$ cat src/design/rename_pkg.sv
package rename_pkg;

    // Instruction and architectural register file geometry
    localparam int XLEN_W     = 32;
    localparam int AREG_W     = 5;
    localparam int AREG_COUNT = 32;

    // Opcodes the rename front end tells apart
    typedef enum logic [6:0] {
        OP     = 7'b0110011,
        OP_IMM = 7'b0010011,
        LOAD   = 7'b0000011,
        STORE  = 7'b0100011,
        BRANCH = 7'b1100011,
        LUI    = 7'b0110111
    } opcode_e;

    typedef struct packed {
        logic [6:0]        funct7;
        logic [AREG_W-1:0] rs2;
        logic [AREG_W-1:0] rs1;
        logic [2:0]        funct3;
        logic [AREG_W-1:0] rd;
        opcode_e           opcode;
    } r_type_t;

    // Bits 11:7 hold immediate bits here, not a destination
    typedef struct packed {
        logic [6:0]        imm_hi;
        logic [AREG_W-1:0] rs2;
        logic [AREG_W-1:0] rs1;
        logic [2:0]        funct3;
        logic [4:0]        imm_lo;
        opcode_e           opcode;
    } s_type_t;

    typedef union packed {
        r_type_t r;
        s_type_t s;
    } inst_u;

    // Index width for a table of the given size
    function automatic int preg_w(input int count);
        return (count > 1) ? $clog2(count) : 1;
    endfunction

    // After reset architectural register i lives in physical register i
    function automatic int reset_map(input int areg);
        return areg;
    endfunction

    // Free list slot n starts out holding the first unmapped register plus n
    function automatic int reset_free(input int slot);
        return AREG_COUNT + slot;
    endfunction

endpackage

$ cat src/design/inst_decode.sv
module inst_decode (
    input  logic                            clk,
    input  logic                            rst,
    input  logic                            inst_valid,
    input  rename_pkg::inst_u               inst,
    input  logic                            free_avail,
    input  logic                            rob_avail,
    output logic                            stall,
    output logic                            dec_valid,
    output logic [rename_pkg::AREG_W-1:0]   dec_rs1,
    output logic [rename_pkg::AREG_W-1:0]   dec_rs2,
    output logic [rename_pkg::AREG_W-1:0]   dec_rd,
    output logic                            dec_use_rs1,
    output logic                            dec_use_rs2,
    output logic                            dec_has_rd
);

    logic                          accept;
    logic                          use_rs1;
    logic                          use_rs2;
    logic                          has_rd;

    assign stall  = !(free_avail && rob_avail);
    assign accept = inst_valid && !stall;

    always_comb begin
        use_rs1  = 1'b1;
        use_rs2  = 1'b0;
        has_rd   = 1'b1;
        case (inst.r.opcode)
            rename_pkg::OP: begin
                use_rs2 = 1'b1;
            end
            rename_pkg::OP_IMM, rename_pkg::LOAD: begin
                use_rs1 = 1'b1;
            end
            rename_pkg::STORE, rename_pkg::BRANCH: begin
                use_rs2  = 1'b1;
                has_rd   = 1'b0;
            end
            rename_pkg::LUI: begin
                use_rs1 = 1'b0;
            end
            // Unknown opcodes behave like OP_IMM
            default: begin
                use_rs1 = 1'b1;
            end
        endcase
        // Writes to x0 are discarded, so no rename is needed
        if (inst.r.rd == '0) begin
            has_rd = 1'b0;
        end
    end

    always_ff @(posedge clk) begin
        if (rst) begin
            dec_valid <= 1'b0;
        end else begin
            dec_valid <= accept;
        end
    end

    // Fields hold until the next accepted instruction
    always_ff @(posedge clk) begin
        if (accept) begin
            dec_rs1     <= inst.r.rs1;
            dec_rs2     <= inst.r.rs2;
            dec_rd      <= has_rd ? inst.r.rd : '0;
            dec_use_rs1 <= use_rs1;
            dec_use_rs2 <= use_rs2;
            dec_has_rd  <= has_rd;
        end
    end

endmodule

$ cat src/design/rename_map.sv
module rename_map #(
    parameter int  PR_ENTRIES = 64,
    parameter int  ROB_DEPTH  = 8,
    localparam int PR_W       = rename_pkg::preg_w(PR_ENTRIES),
    localparam int ROB_W      = rename_pkg::preg_w(ROB_DEPTH)
) (
    input  logic                          clk,
    input  logic                          rst,
    input  logic                          dec_valid,
    input  logic [rename_pkg::AREG_W-1:0] dec_rs1,
    input  logic [rename_pkg::AREG_W-1:0] dec_rs2,
    input  logic [rename_pkg::AREG_W-1:0] dec_rd,
    input  logic                          dec_use_rs1,
    input  logic                          dec_use_rs2,
    input  logic                          dec_has_rd,
    input  logic [PR_W-1:0]               free_head,
    input  logic [ROB_W-1:0]              rob_tail_id,
    output logic                          alloc,
    output logic                          rob_alloc,
    output logic [PR_W-1:0]               old_prd,
    output logic                          ren_valid,
    output logic                          ren_has_rd,
    output logic [PR_W-1:0]               ren_prs1,
    output logic [PR_W-1:0]               ren_prs2,
    output logic [PR_W-1:0]               ren_prd,
    output logic [PR_W-1:0]               ren_old_prd,
    output logic [ROB_W-1:0]              ren_rob_id
);

    // Register alias table, one physical index per architectural register
    logic [PR_W-1:0] rat [rename_pkg::AREG_COUNT];

    logic [PR_W-1:0] prs1;
    logic [PR_W-1:0] prs2;
    logic [PR_W-1:0] prd;

    assign prs1    = dec_use_rs1 ? rat[dec_rs1] : '0;
    assign prs2    = dec_use_rs2 ? rat[dec_rs2] : '0;
    assign prd     = dec_has_rd ? free_head : '0;
    assign old_prd = dec_has_rd ? rat[dec_rd] : '0;

    // Every decoded instruction takes a ROB slot, only writers take a register
    assign rob_alloc = dec_valid;
    assign alloc     = dec_valid && dec_has_rd;

    // Sources above read the old table, the new mapping lands on this edge
    always_ff @(posedge clk) begin
        if (rst) begin
            for (int i = 0; i < rename_pkg::AREG_COUNT; i++) begin
                rat[i] <= PR_W'(rename_pkg::reset_map(i));
            end
        end else if (alloc) begin
            rat[dec_rd] <= free_head;
        end
    end

    always_ff @(posedge clk) begin
        if (rst) begin
            ren_valid <= 1'b0;
        end else begin
            ren_valid <= dec_valid;
        end
    end

    always_ff @(posedge clk) begin
        if (dec_valid) begin
            ren_has_rd  <= dec_has_rd;
            ren_prs1    <= prs1;
            ren_prs2    <= prs2;
            ren_prd     <= prd;
            ren_old_prd <= old_prd;
            ren_rob_id  <= rob_tail_id;
        end
    end

    // Decode must never hand over x0 as a destination to rename
    a_no_x0_alloc: assert property (@(posedge clk) disable iff (rst)
        alloc |-> dec_rd != '0)
        else $error("physical register allocated for x0");

endmodule

$ cat src/design/free_list.sv
module free_list #(
    parameter int  PR_ENTRIES = 64,
    localparam int PR_W       = rename_pkg::preg_w(PR_ENTRIES)
) (
    input  logic            clk,
    input  logic            rst,
    input  logic            alloc,
    input  logic            commit_valid,
    input  logic            commit_has_rd,
    input  logic [PR_W-1:0] commit_old_prd,
    output logic [PR_W-1:0] free_head,
    output logic            free_avail
);

    // Registers left over once every architectural register is mapped
    localparam int FL_INIT = PR_ENTRIES - rename_pkg::AREG_COUNT;

    // Sized to PR_ENTRIES so the pointers wrap on their own
    logic [PR_W-1:0] fifo [PR_ENTRIES];
    logic [PR_W-1:0] head;
    logic [PR_W-1:0] tail;
    logic [PR_W:0]   count;
    logic            push;
    logic            pop;

    assign pop  = alloc;
    assign push = commit_valid && commit_has_rd;

    assign free_head = fifo[head];

    // Two spare entries cover the instruction held in decode
    assign free_avail = count >= (PR_W+1)'(2);

    always_ff @(posedge clk) begin
        if (rst) begin
            head  <= '0;
            tail  <= PR_W'(FL_INIT);
            count <= (PR_W+1)'(FL_INIT);
            for (int i = 0; i < FL_INIT; i++) begin
                fifo[i] <= PR_W'(rename_pkg::reset_free(i));
            end
        end else begin
            if (push) begin
                fifo[tail] <= commit_old_prd;
                tail       <= tail + PR_W'(1);
            end
            if (pop) begin
                head <= head + PR_W'(1);
            end
            count <= count + (PR_W+1)'(push) - (PR_W+1)'(pop);
        end
    end

    // Back-pressure from decode should keep the list from running dry
    a_no_pop_empty: assert property (@(posedge clk) disable iff (rst)
        pop |-> count != '0)
        else $error("free list popped while empty");

    // Only displaced registers come back, so the list never overfills
    a_no_push_full: assert property (@(posedge clk) disable iff (rst)
        push |-> count != (PR_W+1)'(PR_ENTRIES))
        else $error("free list pushed while full");

endmodule

$ cat src/design/reorder_buffer.sv
module reorder_buffer #(
    parameter int  PR_ENTRIES = 64,
    parameter int  ROB_DEPTH  = 8,
    localparam int PR_W       = rename_pkg::preg_w(PR_ENTRIES),
    localparam int ROB_W      = rename_pkg::preg_w(ROB_DEPTH)
) (
    input  logic             clk,
    input  logic             rst,
    input  logic             rob_alloc,
    input  logic             has_rd,
    input  logic [PR_W-1:0]  old_prd,
    input  logic             commit,
    output logic [ROB_W-1:0] rob_tail_id,
    output logic             rob_avail,
    output logic             commit_valid,
    output logic             commit_has_rd,
    output logic [PR_W-1:0]  commit_old_prd
);

    // Per entry payload, what retirement needs to release
    logic             ent_has_rd [ROB_DEPTH];
    logic [PR_W-1:0]  ent_old_prd [ROB_DEPTH];

    logic [ROB_W-1:0] head;
    logic [ROB_W-1:0] tail;
    logic [ROB_W:0]   count;
    logic             retire;

    assign rob_tail_id = tail;

    // Commit on an empty buffer is dropped
    assign retire       = commit && (count != '0);
    assign commit_valid = retire;

    assign commit_has_rd  = ent_has_rd[head];
    assign commit_old_prd = ent_old_prd[head];

    // Leave room for one instruction already past the stall check
    assign rob_avail = count <= (ROB_W+1)'(ROB_DEPTH - 2);

    always_ff @(posedge clk) begin
        if (rst) begin
            head  <= '0;
            tail  <= '0;
            count <= '0;
        end else begin
            if (rob_alloc) begin
                tail <= tail + ROB_W'(1);
            end
            if (retire) begin
                head <= head + ROB_W'(1);
            end
            count <= count + (ROB_W+1)'(rob_alloc) - (ROB_W+1)'(retire);
        end
    end

    always_ff @(posedge clk) begin
        if (rob_alloc) begin
            ent_has_rd[tail]  <= has_rd;
            ent_old_prd[tail] <= old_prd;
        end
    end

    // The stall margin in decode must keep allocation off a full buffer
    a_no_alloc_full: assert property (@(posedge clk) disable iff (rst)
        rob_alloc |-> count != (ROB_W+1)'(ROB_DEPTH))
        else $error("ROB allocated while full");

endmodule

$ cat src/design/rename_top.sv
module rename_top #(
    parameter int  PR_ENTRIES = 64,
    parameter int  ROB_DEPTH  = 8,
    localparam int PR_W       = rename_pkg::preg_w(PR_ENTRIES),
    localparam int ROB_W      = rename_pkg::preg_w(ROB_DEPTH)
) (
    input  logic              clk,
    input  logic              rst,
    input  logic              inst_valid,
    input  rename_pkg::inst_u inst,
    input  logic              commit,
    output logic              stall,
    output logic              ren_valid,
    output logic [PR_W-1:0]   ren_prs1,
    output logic [PR_W-1:0]   ren_prs2,
    output logic [PR_W-1:0]   ren_prd,
    output logic [PR_W-1:0]   ren_old_prd,
    output logic [ROB_W-1:0]  ren_rob_id,
    output logic              ren_has_rd,
    output logic              commit_valid,
    output logic [PR_W-1:0]   commit_old_prd
);

    // Decode to rename
    logic                          dec_valid;
    logic [rename_pkg::AREG_W-1:0] dec_rs1;
    logic [rename_pkg::AREG_W-1:0] dec_rs2;
    logic [rename_pkg::AREG_W-1:0] dec_rd;
    logic                          dec_use_rs1;
    logic                          dec_use_rs2;
    logic                          dec_has_rd;

    // Rename to free list and ROB
    logic                          alloc;
    logic                          rob_alloc;
    logic [PR_W-1:0]               old_prd;
    logic [PR_W-1:0]               free_head;
    logic [ROB_W-1:0]              rob_tail_id;

    // Retirement and back-pressure
    logic                          commit_has_rd;
    logic                          free_avail;
    logic                          rob_avail;

    inst_decode u_inst_decode (
        .clk         (clk),
        .rst         (rst),
        .inst_valid  (inst_valid),
        .inst        (inst),
        .free_avail  (free_avail),
        .rob_avail   (rob_avail),
        .stall       (stall),
        .dec_valid   (dec_valid),
        .dec_rs1     (dec_rs1),
        .dec_rs2     (dec_rs2),
        .dec_rd      (dec_rd),
        .dec_use_rs1 (dec_use_rs1),
        .dec_use_rs2 (dec_use_rs2),
        .dec_has_rd  (dec_has_rd)
    );

    rename_map #(
        .PR_ENTRIES (PR_ENTRIES),
        .ROB_DEPTH  (ROB_DEPTH)
    ) u_rename_map (
        .clk         (clk),
        .rst         (rst),
        .dec_valid   (dec_valid),
        .dec_rs1     (dec_rs1),
        .dec_rs2     (dec_rs2),
        .dec_rd      (dec_rd),
        .dec_use_rs1 (dec_use_rs1),
        .dec_use_rs2 (dec_use_rs2),
        .dec_has_rd  (dec_has_rd),
        .free_head   (free_head),
        .rob_tail_id (rob_tail_id),
        .alloc       (alloc),
        .rob_alloc   (rob_alloc),
        .old_prd     (old_prd),
        .ren_valid   (ren_valid),
        .ren_has_rd  (ren_has_rd),
        .ren_prs1    (ren_prs1),
        .ren_prs2    (ren_prs2),
        .ren_prd     (ren_prd),
        .ren_old_prd (ren_old_prd),
        .ren_rob_id  (ren_rob_id)
    );

    free_list #(
        .PR_ENTRIES (PR_ENTRIES)
    ) u_free_list (
        .clk            (clk),
        .rst            (rst),
        .alloc          (alloc),
        .commit_valid   (commit_valid),
        .commit_has_rd  (commit_has_rd),
        .commit_old_prd (commit_old_prd),
        .free_head      (free_head),
        .free_avail     (free_avail)
    );

    reorder_buffer #(
        .PR_ENTRIES (PR_ENTRIES),
        .ROB_DEPTH  (ROB_DEPTH)
    ) u_reorder_buffer (
        .clk            (clk),
        .rst            (rst),
        .rob_alloc      (rob_alloc),
        .has_rd         (dec_has_rd),
        .old_prd        (old_prd),
        .commit         (commit),
        .rob_tail_id    (rob_tail_id),
        .rob_avail      (rob_avail),
        .commit_valid   (commit_valid),
        .commit_has_rd  (commit_has_rd),
        .commit_old_prd (commit_old_prd)
    );

endmodule

$ cat config.mk
export PLATFORM = sky130hd
export DESIGN_NAME = rename_top
export DESIGN_NICKNAME = d
export VERILOG_FILES = /design/src/design/rename_pkg.sv /design/src/design/inst_decode.sv /design/src/design/rename_map.sv /design/src/design/free_list.sv /design/src/design/reorder_buffer.sv /design/src/design/rename_top.sv
export SDC_FILE = /design/constraint.sdc
export NUM_CORES = 1
export LEC_CHECK = 0
export BUFFER_PORTS_ARGS = -buffer_cell sky130_fd_sc_hd__buf_2
export CORE_MARGIN = 2
export CORE_UTILIZATION = 45
export CTS_CLUSTER_SIZE = 28
export DETAILED_ROUTE_END_ITERATION = 10
export HOLD_SLACK_MARGIN = 0.05
export PLACE_DENSITY = 0.58
export SLEW_MARGIN = 20
export SYNTH_ARGS = -nofsm -noshare
export SYNTH_HDL_FRONTEND = slang
export SYNTH_SLANG_ARGS = --single-unit
$ cat constraint.sdc
create_clock -name clk -period 8.1 [get_ports clk]
set_clock_uncertainty 0.15 [all_clocks]
set_input_delay 0.405 -clock clk [delete_from_list [all_inputs] [get_ports clk]]
set_output_delay 0.405 -clock clk [all_outputs]
set_load 0.02 [all_outputs]
==> out/metrics.yaml, run 1 <==
logic_synthesis:
  yosysSeqAreaShare_pct: 62.9
  synth_fp_nets: 2227
  yosys_warnings: 0
  synth_ff_type: "edfxtp_1"
  syn_area_um2: 33800
  synth-edff-count: 678
  avgSynthCellArea_um2: 15.6
  synthArstFlopShare_pct: 0
  netlist_instances: 2166
  synth_cell_types: 68
  ys_seq_elements: 723
finish:
  finalNetCount: 2281
  final_cell_mix: "edfxtp_1, nor2_1, nand2_1"
  antenna_cells: 0
  final_layout_size_suffix_gt1_share_pct: 24.1
  register_area_um2: 21300
  multi_input_comb_area_um2: 11800
  mostFrequentLayoutCell: "edfxtp_1"
  areaGrowthSynthToFinish_pct: 11.4
  final_area_um2: 37600
  fill_cells: 6239
floorplanning:
  fp.dieW_um: 278
  die_area_um2: 77300
  die_height_um: 278
  io_pins: 73
  start_util_pct: 45.4
  core_um2: 74300
  rows: 100
sta:
  setup_violations: 0
  rsz0062_at_grt: "no"
  slew_viol_final: 0
  min_period_ps: 4110
  finalHoldViolCount: 0
  min_period_over_period_pct: 50.7
  tns_ps: 0
  slew_headroom_pct: 27.0
  fmax_mhz: 243
  worstMarginPinSlew_ps: 1090
placement:
  postPlaceCellArea_um2: 34900
  finalWeightedCongestion: 0.861
  hpwl_mm: 59.3
  portBuffers: 62
clocking:
  cts_inserted_buffers: 79
  post_cts_buffers: 0
  cts_hold_buf: 21
  clk_latency_ps: 630
  cts_tree: "done"
  path_clk_slew_ps: 60
  cts_num_sinks: 723
  htree_levels: 3
  clock_path_buffers: 3
  cts_root_buf: "clkbuf_16"
  cts-resized-gates: 0
run:
  maxCapViolations: 0
grt:
  gr-usage-met2_pct: 39.2
  gr-usage-met1_pct: 33.2
  grtUsageTotal_pct: 24.0
  grt_pass1_wl_mm: 135
  antenna_found_initial: 0
  grt_most_used_layer: "met2"
  grt_max_degree: 75
  grt-ovfl-total: 0
  grt_pass1_vias: 20100
  met3_usage_pct: 3.58
power:
  power_density_nw_per_um2: 276
  power_leakage_nw: 11.5
  ir_worst_vdd_mv: 0.186
drt:
  wl_mm: 91.8
  routedWlPerCell_um: 28.2
  drc_errors: 0
  viasPerCell: 6.06
  antenna_left: 0
  dr_total_vias: 19700
  drtIter0Drc: 2066
  firstDrtPassIters: 6
worst_setup_path:
  required_ps: 8200
  path_cells: "mux4_2 > mux2i_4 > nor3b_2 > nand2_1 > or2_1 > nor2_1"
  slowest_delay_ps: 820
  critical_path.max_fanout: 14
  end_kind: "register"
  cp.arrival_ps: 4210
  crit_slowest_cell: "dfxtp_1"
  cp-start-kind: "register"
  crit_type: "reg -> reg"
status:
  status: "completed"
hold_path:
  hold_class: "in -> reg"
-- layer usage --
| layer | vias up | share of wire [%] | wire length (µm) |
|---|---|---|---|
| li1 | 8428 | - | - |
| met1 | 10200 | 41 | 37600 |
| met2 | 888 | 49 | 44600 |
| met3 | 162 | 7.2 | 6600 |
| met4 | 0 | 3.3 | 3060 |
| met5 | - | 0 | 0 |
-- path summary, 6_finish.rpt --
check / from / endpoint / slack (ps) / depth (start not counted)
worst max register to register: register / u_free_list.fifo[55][1] / 3990 / 6
worst min-delay path: inst[11] / u_inst_decode.dec_rd[4] / 80 / 2
worst max-delay path: register / u_free_list.fifo[55][1] / 3990 / 6
worst min register to register: u_reorder_buffer.head[1] / u_reorder_buffer.head[1] / 350 / 2
-- power by group --
part           switching, W  total [W]  internal (W)
logic               0.00130    0.00218      0.000878
registers          0.000268    0.00475       0.00448
clock network       0.00148    0.00347       0.00199
-- Yosys cell counts, drive strengths merged (12+ instances only) --
master	instances	area, µm²
edfxtp	678	20400
nor2	328	1230
nand2	284	1070
mux4	280	6310
buf	73	469
clkbuf	73	274
mux2i	55	563
dfxtp	45	901
nand2b	40	250
nor2b	35	219
inv	26	97.6
o21bai	24	180
ha	23	288
mux2	19	214
a21oi	15	75.1
a21o	13	97.6
o22ai	13	87.6
nand3	12	60.1
-- stage by stage --
stage	hold WS [ps]	setup WS (ps)	cells	power, W	util [%]
2_1_floorplan	312	4810	2166	0.00620	-
3_3_place_gp	321	3840	3086	0.00697	47.0
3_5_place_dp	341	3770	3086	0.00701	47.0
4_1_cts	52.7	3740	3250	0.0105	50.6
5_1_grt	70.0	3840	3251	0.0108	50.6
6_report	82.1	3990	3251	0.0104	50.6
-- final cells by class --
cell class | count | share of cell area (%)
clock inverters | 44 | 0.868
inverters | 26 | 0.259
repair buffers | 119 | 2.20
flip-flops and latches | 723 | 56.6
clock buffers | 99 | 5.65
well taps | 969 | 3.22
multi-input cells | 1271 | 31.2
-- cells by family after synthesis --
family | count (synthesis) | share of synthesized area, %
xor+xnor | 20 | 0.519
buf+inv | 172 | 2.49
flops | 723 | 62.9
mux | 354 | 21.0
simple gates | 760 | 9.61
compound gates | 112 | 2.50
fa+ha+maj | 25 | 0.971
-- state kept, by name, summed over array words and instances (netlist names), 4 cells and up, named ones only --
name	count
u_inst_decode.dec_rs1	5
u_rename_map.ren_prd	6
u_reorder_buffer.count	4
u_rename_map.ren_old_prd	6
u_rename_map.ren_prs1	6
u_free_list.fifo	384
u_rename_map.rat	192
u_inst_decode.dec_rs2	5
u_free_list.count	7
u_reorder_buffer.ent_old_prd	48
u_reorder_buffer.ent_has_rd	8
u_inst_decode.dec_rd	5
u_free_list.head	6
u_rename_map.ren_prs2	6
u_free_list.tail	6
-- critical path: cells and delay by family (launching register included) --
family	cells	cell delay, ps
DFF	1	820
muxes	2	570
and+or+nand+nor	4	2190
Power figures use the tool's default switching activity.
==> run 2: changes to the inputs <==
--- a/config.mk
+++ b/config.mk
@@ -11,7 +11,7 @@
 export CTS_CLUSTER_SIZE = 28
 export DETAILED_ROUTE_END_ITERATION = 10
 export HOLD_SLACK_MARGIN = 0.05
-export PLACE_DENSITY = 0.58
+export PLACE_DENSITY = 0.61
 export SLEW_MARGIN = 20
 export SYNTH_ARGS = -nofsm -noshare
 export SYNTH_HDL_FRONTEND = slang
==> constraint.sdc (replaced) <==
create_clock -name clk -period 3.4 [get_ports clk]
set_clock_uncertainty 0.15 [all_clocks]
set_input_delay 0.17 -clock clk [delete_from_list [all_inputs] [get_ports clk]]
set_output_delay 0.17 -clock clk [all_outputs]
set_load 0.02 [all_outputs]
==> out/metrics.yaml, run 2 (synthesis gave the netlist of run 1 again) <==
status:
  status: "completed"
sta:
  tns_ps: 0  # unchanged
  rsz0062_at_grt: "no"
  slew_headroom_pct: 40.7  # +14 points
  setup_violations: 0  # unchanged
  finalHoldViolCount: 0  # unchanged
  min_period_ps: 3270  # -837 ps
  worstMarginPinSlew_ps: 867  # -219 ps
  min_period_over_period_pct: 96.2  # +46 points
  finalWorstSetupSlack_ps: 129  # -3860 ps
  slew_viol_final: 0  # unchanged
  fmax_mhz: 306  # +26%
floorplanning:
  core_um2: 74300  # unchanged
  die_height_um: 278  # unchanged
  io_pins: 73  # unchanged
  rows: 100  # unchanged
  die_area_um2: 77300  # unchanged
  start_util_pct: 45.4  # unchanged
  fp.dieW_um: 278  # unchanged
finish:
  final_layout_size_suffix_gt1_share_pct: 27.1  # +3.0 points
  mostFrequentLayoutCell: "edfxtp_1"
  fill_cells: 6147  # -1.5%
  reg_top3: "u_free_list.fifo x384, u_rename_map.rat x192, u_reorder_buffer.ent_old_prd x48"
  register_area_um2: 21300  # about the same
  antenna_cells: 0  # unchanged
  final_cell_mix: "edfxtp_1, nor2_1, nand2_1"
  regMostFlops: "u_free_list.fifo"
  largest_register_ffs: 384  # unchanged
  areaGrowthSynthToFinish_pct: 14.5
  multi_input_comb_area_um2: 11700  # -0.26%
  finalNetCount: 2384  # +4.5%
placement:
  portBuffers: 62  # unchanged
  hpwl_mm: 61.8  # +4.3%
  finalWeightedCongestion: 0.904  # +4.9%
  dp_slack_ps: 216  # -3560 ps
grt:
  antenna_found_initial: 0  # unchanged
  grt_pass1_vias: 20500  # +2.2%
  grt-ovfl-total: 0  # unchanged
  grtUsageTotal_pct: 24.0  # -0.040 points
  grt_pass1_wl_mm: 135  # +0.14%
  grt_max_degree: 49  # -35%
clocking:
  cts_num_sinks: 723  # unchanged
  htree_levels: 3  # unchanged
  path_clk_slew_ps: 60  # about the same
  clk_latency_ps: 620  # about the same
  cts-resized-gates: 0  # unchanged
  cts_inserted_buffers: 79  # unchanged
  post_cts_buffers: 0  # unchanged
  cts_tree: "done"
  cts_root_buf: "clkbuf_16"
  clock_path_buffers: 3  # unchanged
worst_setup_path:
  required_ps: 3720  # -4480 ps
  cp-start-kind: "register"
  ff2ff_setup_slack_ps: 130  # -3860 ps
  rr_worst_depth: 8  # +2
  crit_type: "reg -> reg"
  end_kind: "register"
  rr_endpoint: "u_rename_map.rat[10][0]"
  critical_path.max_fanout: 26  # +12
  cp.arrival_ps: 3590  # -620 ps
hold_path:
  holdCritStartpoint: "inst[3]"
  hold_class: "in -> reg"
  holdPathStages: 4  # +2
  holdPathEnd: "u_inst_decode.dec_rd[0]"
drt:
  viasPerCell: 6.03  # -0.39%
  dr_total_vias: 20200  # +2.8%
  firstDrtPassIters: 6  # unchanged
  antenna_left: 0  # unchanged
  wl_mm: 91.7  # about the same
  drc_errors: 0  # unchanged
  drtIter0Drc: 2191  # +6.1%
  routedWlPerCell_um: 27.3  # -3.2%
power:
  power_density_nw_per_um2: 653  # +140%
  ir_worst_vdd_mv: 0.383  # +110%
  power_leakage_nw: 12.1  # +5.2%
run:
  maxCapViolations: 0  # unchanged
==> run 2: changes by cell type in the layout (fill, tap and decap cells not counted), sizes merged <==
| cell | before | now |
|---|---|---|
| clkbuf | 99 | 98 |
| bufinv | 4 | 7 |
| clkinvlp | 1 | 3 |
| clkinv | 36 | 31 |
| buf | 98 | 194 |
| dlygate4sd3 | 21 | 28 |
| inv | 29 | 31 |
==> run 2: area by class of cell <==
class,count,share of cell area [%]
Clock buffer,98,5.40
Clock inverter,46,1.12
Multi-Input combinational cell,1271,30.3
Inverter,26,0.252
Tap cell,969,3.13
Sequential cell,723,55.0
Timing Repair Buffer,222,4.78
==> run 2: metrics by stage <==
step                cell area (µm²)  power (W)  util, %  std cells  hold slack [ps]
floorplan                     33800     0.0148        -       2166              119
global placement              35900     0.0169     48.3       3183              200
detailed placement            35900     0.0170     48.3       3183              198
CTS                           38700     0.0254     52.0       3355             71.2
global route                  38700     0.0261     52.0       3355             96.2
finish                        38700     0.0252     52.0       3355             47.6
==> run 2: what timing repair did <==
item / in CTS / in global routing
hold endpoints to repair: 46 / 0
setup endpoints to repair: 0 / 0
hold buffers: 28 / 0
==> run 2: worst max path at each step <==
stage                                  startpoint                      end  slack (ps)  cells past startpoint
after detailed placement                 register  u_rename_map.ren_prd[0]         220                      8
after global routing                     register  u_rename_map.ren_prd[0]          10                      8
after floorplan           u_inst_decode.dec_valid     u_free_list.count[6]         110                     14
after CTS                                register        commit_old_prd[2]         130                      5
after global placement                   register  u_rename_map.ren_prd[0]         230                      8
final                                    register  u_rename_map.rat[10][0]         130                      8
==> run 2: critical path, cell delays in order, from the launching register on <==
cell      delay [ps]
dfxtp_1          780
buf_12           290
and2b_1          290
a22o_1           220
a221oi_1         370
o22ai_1          270
o31a_2           370
buf_4            230
nor2_1           130
==> run 2: routing by layer <==
metal | GRT usage (%) | wire (µm) | part of all wire, %
met2 | 38.6 | 44400 | 48
met1 | 32.3 | 36100 | 39
met5 | 0 | 0 | 0
met3 | 4.89 | 7720 | 8.4
met4 | 9.23 | 3550 | 3.9
==> run 2: power by group <==
part	internal [W]	total, W	switching, W
Clock	0.00491	0.00845	0.00354
Sequential	0.0107	0.0111	0.000402
Combinational	0.00234	0.00573	0.00339
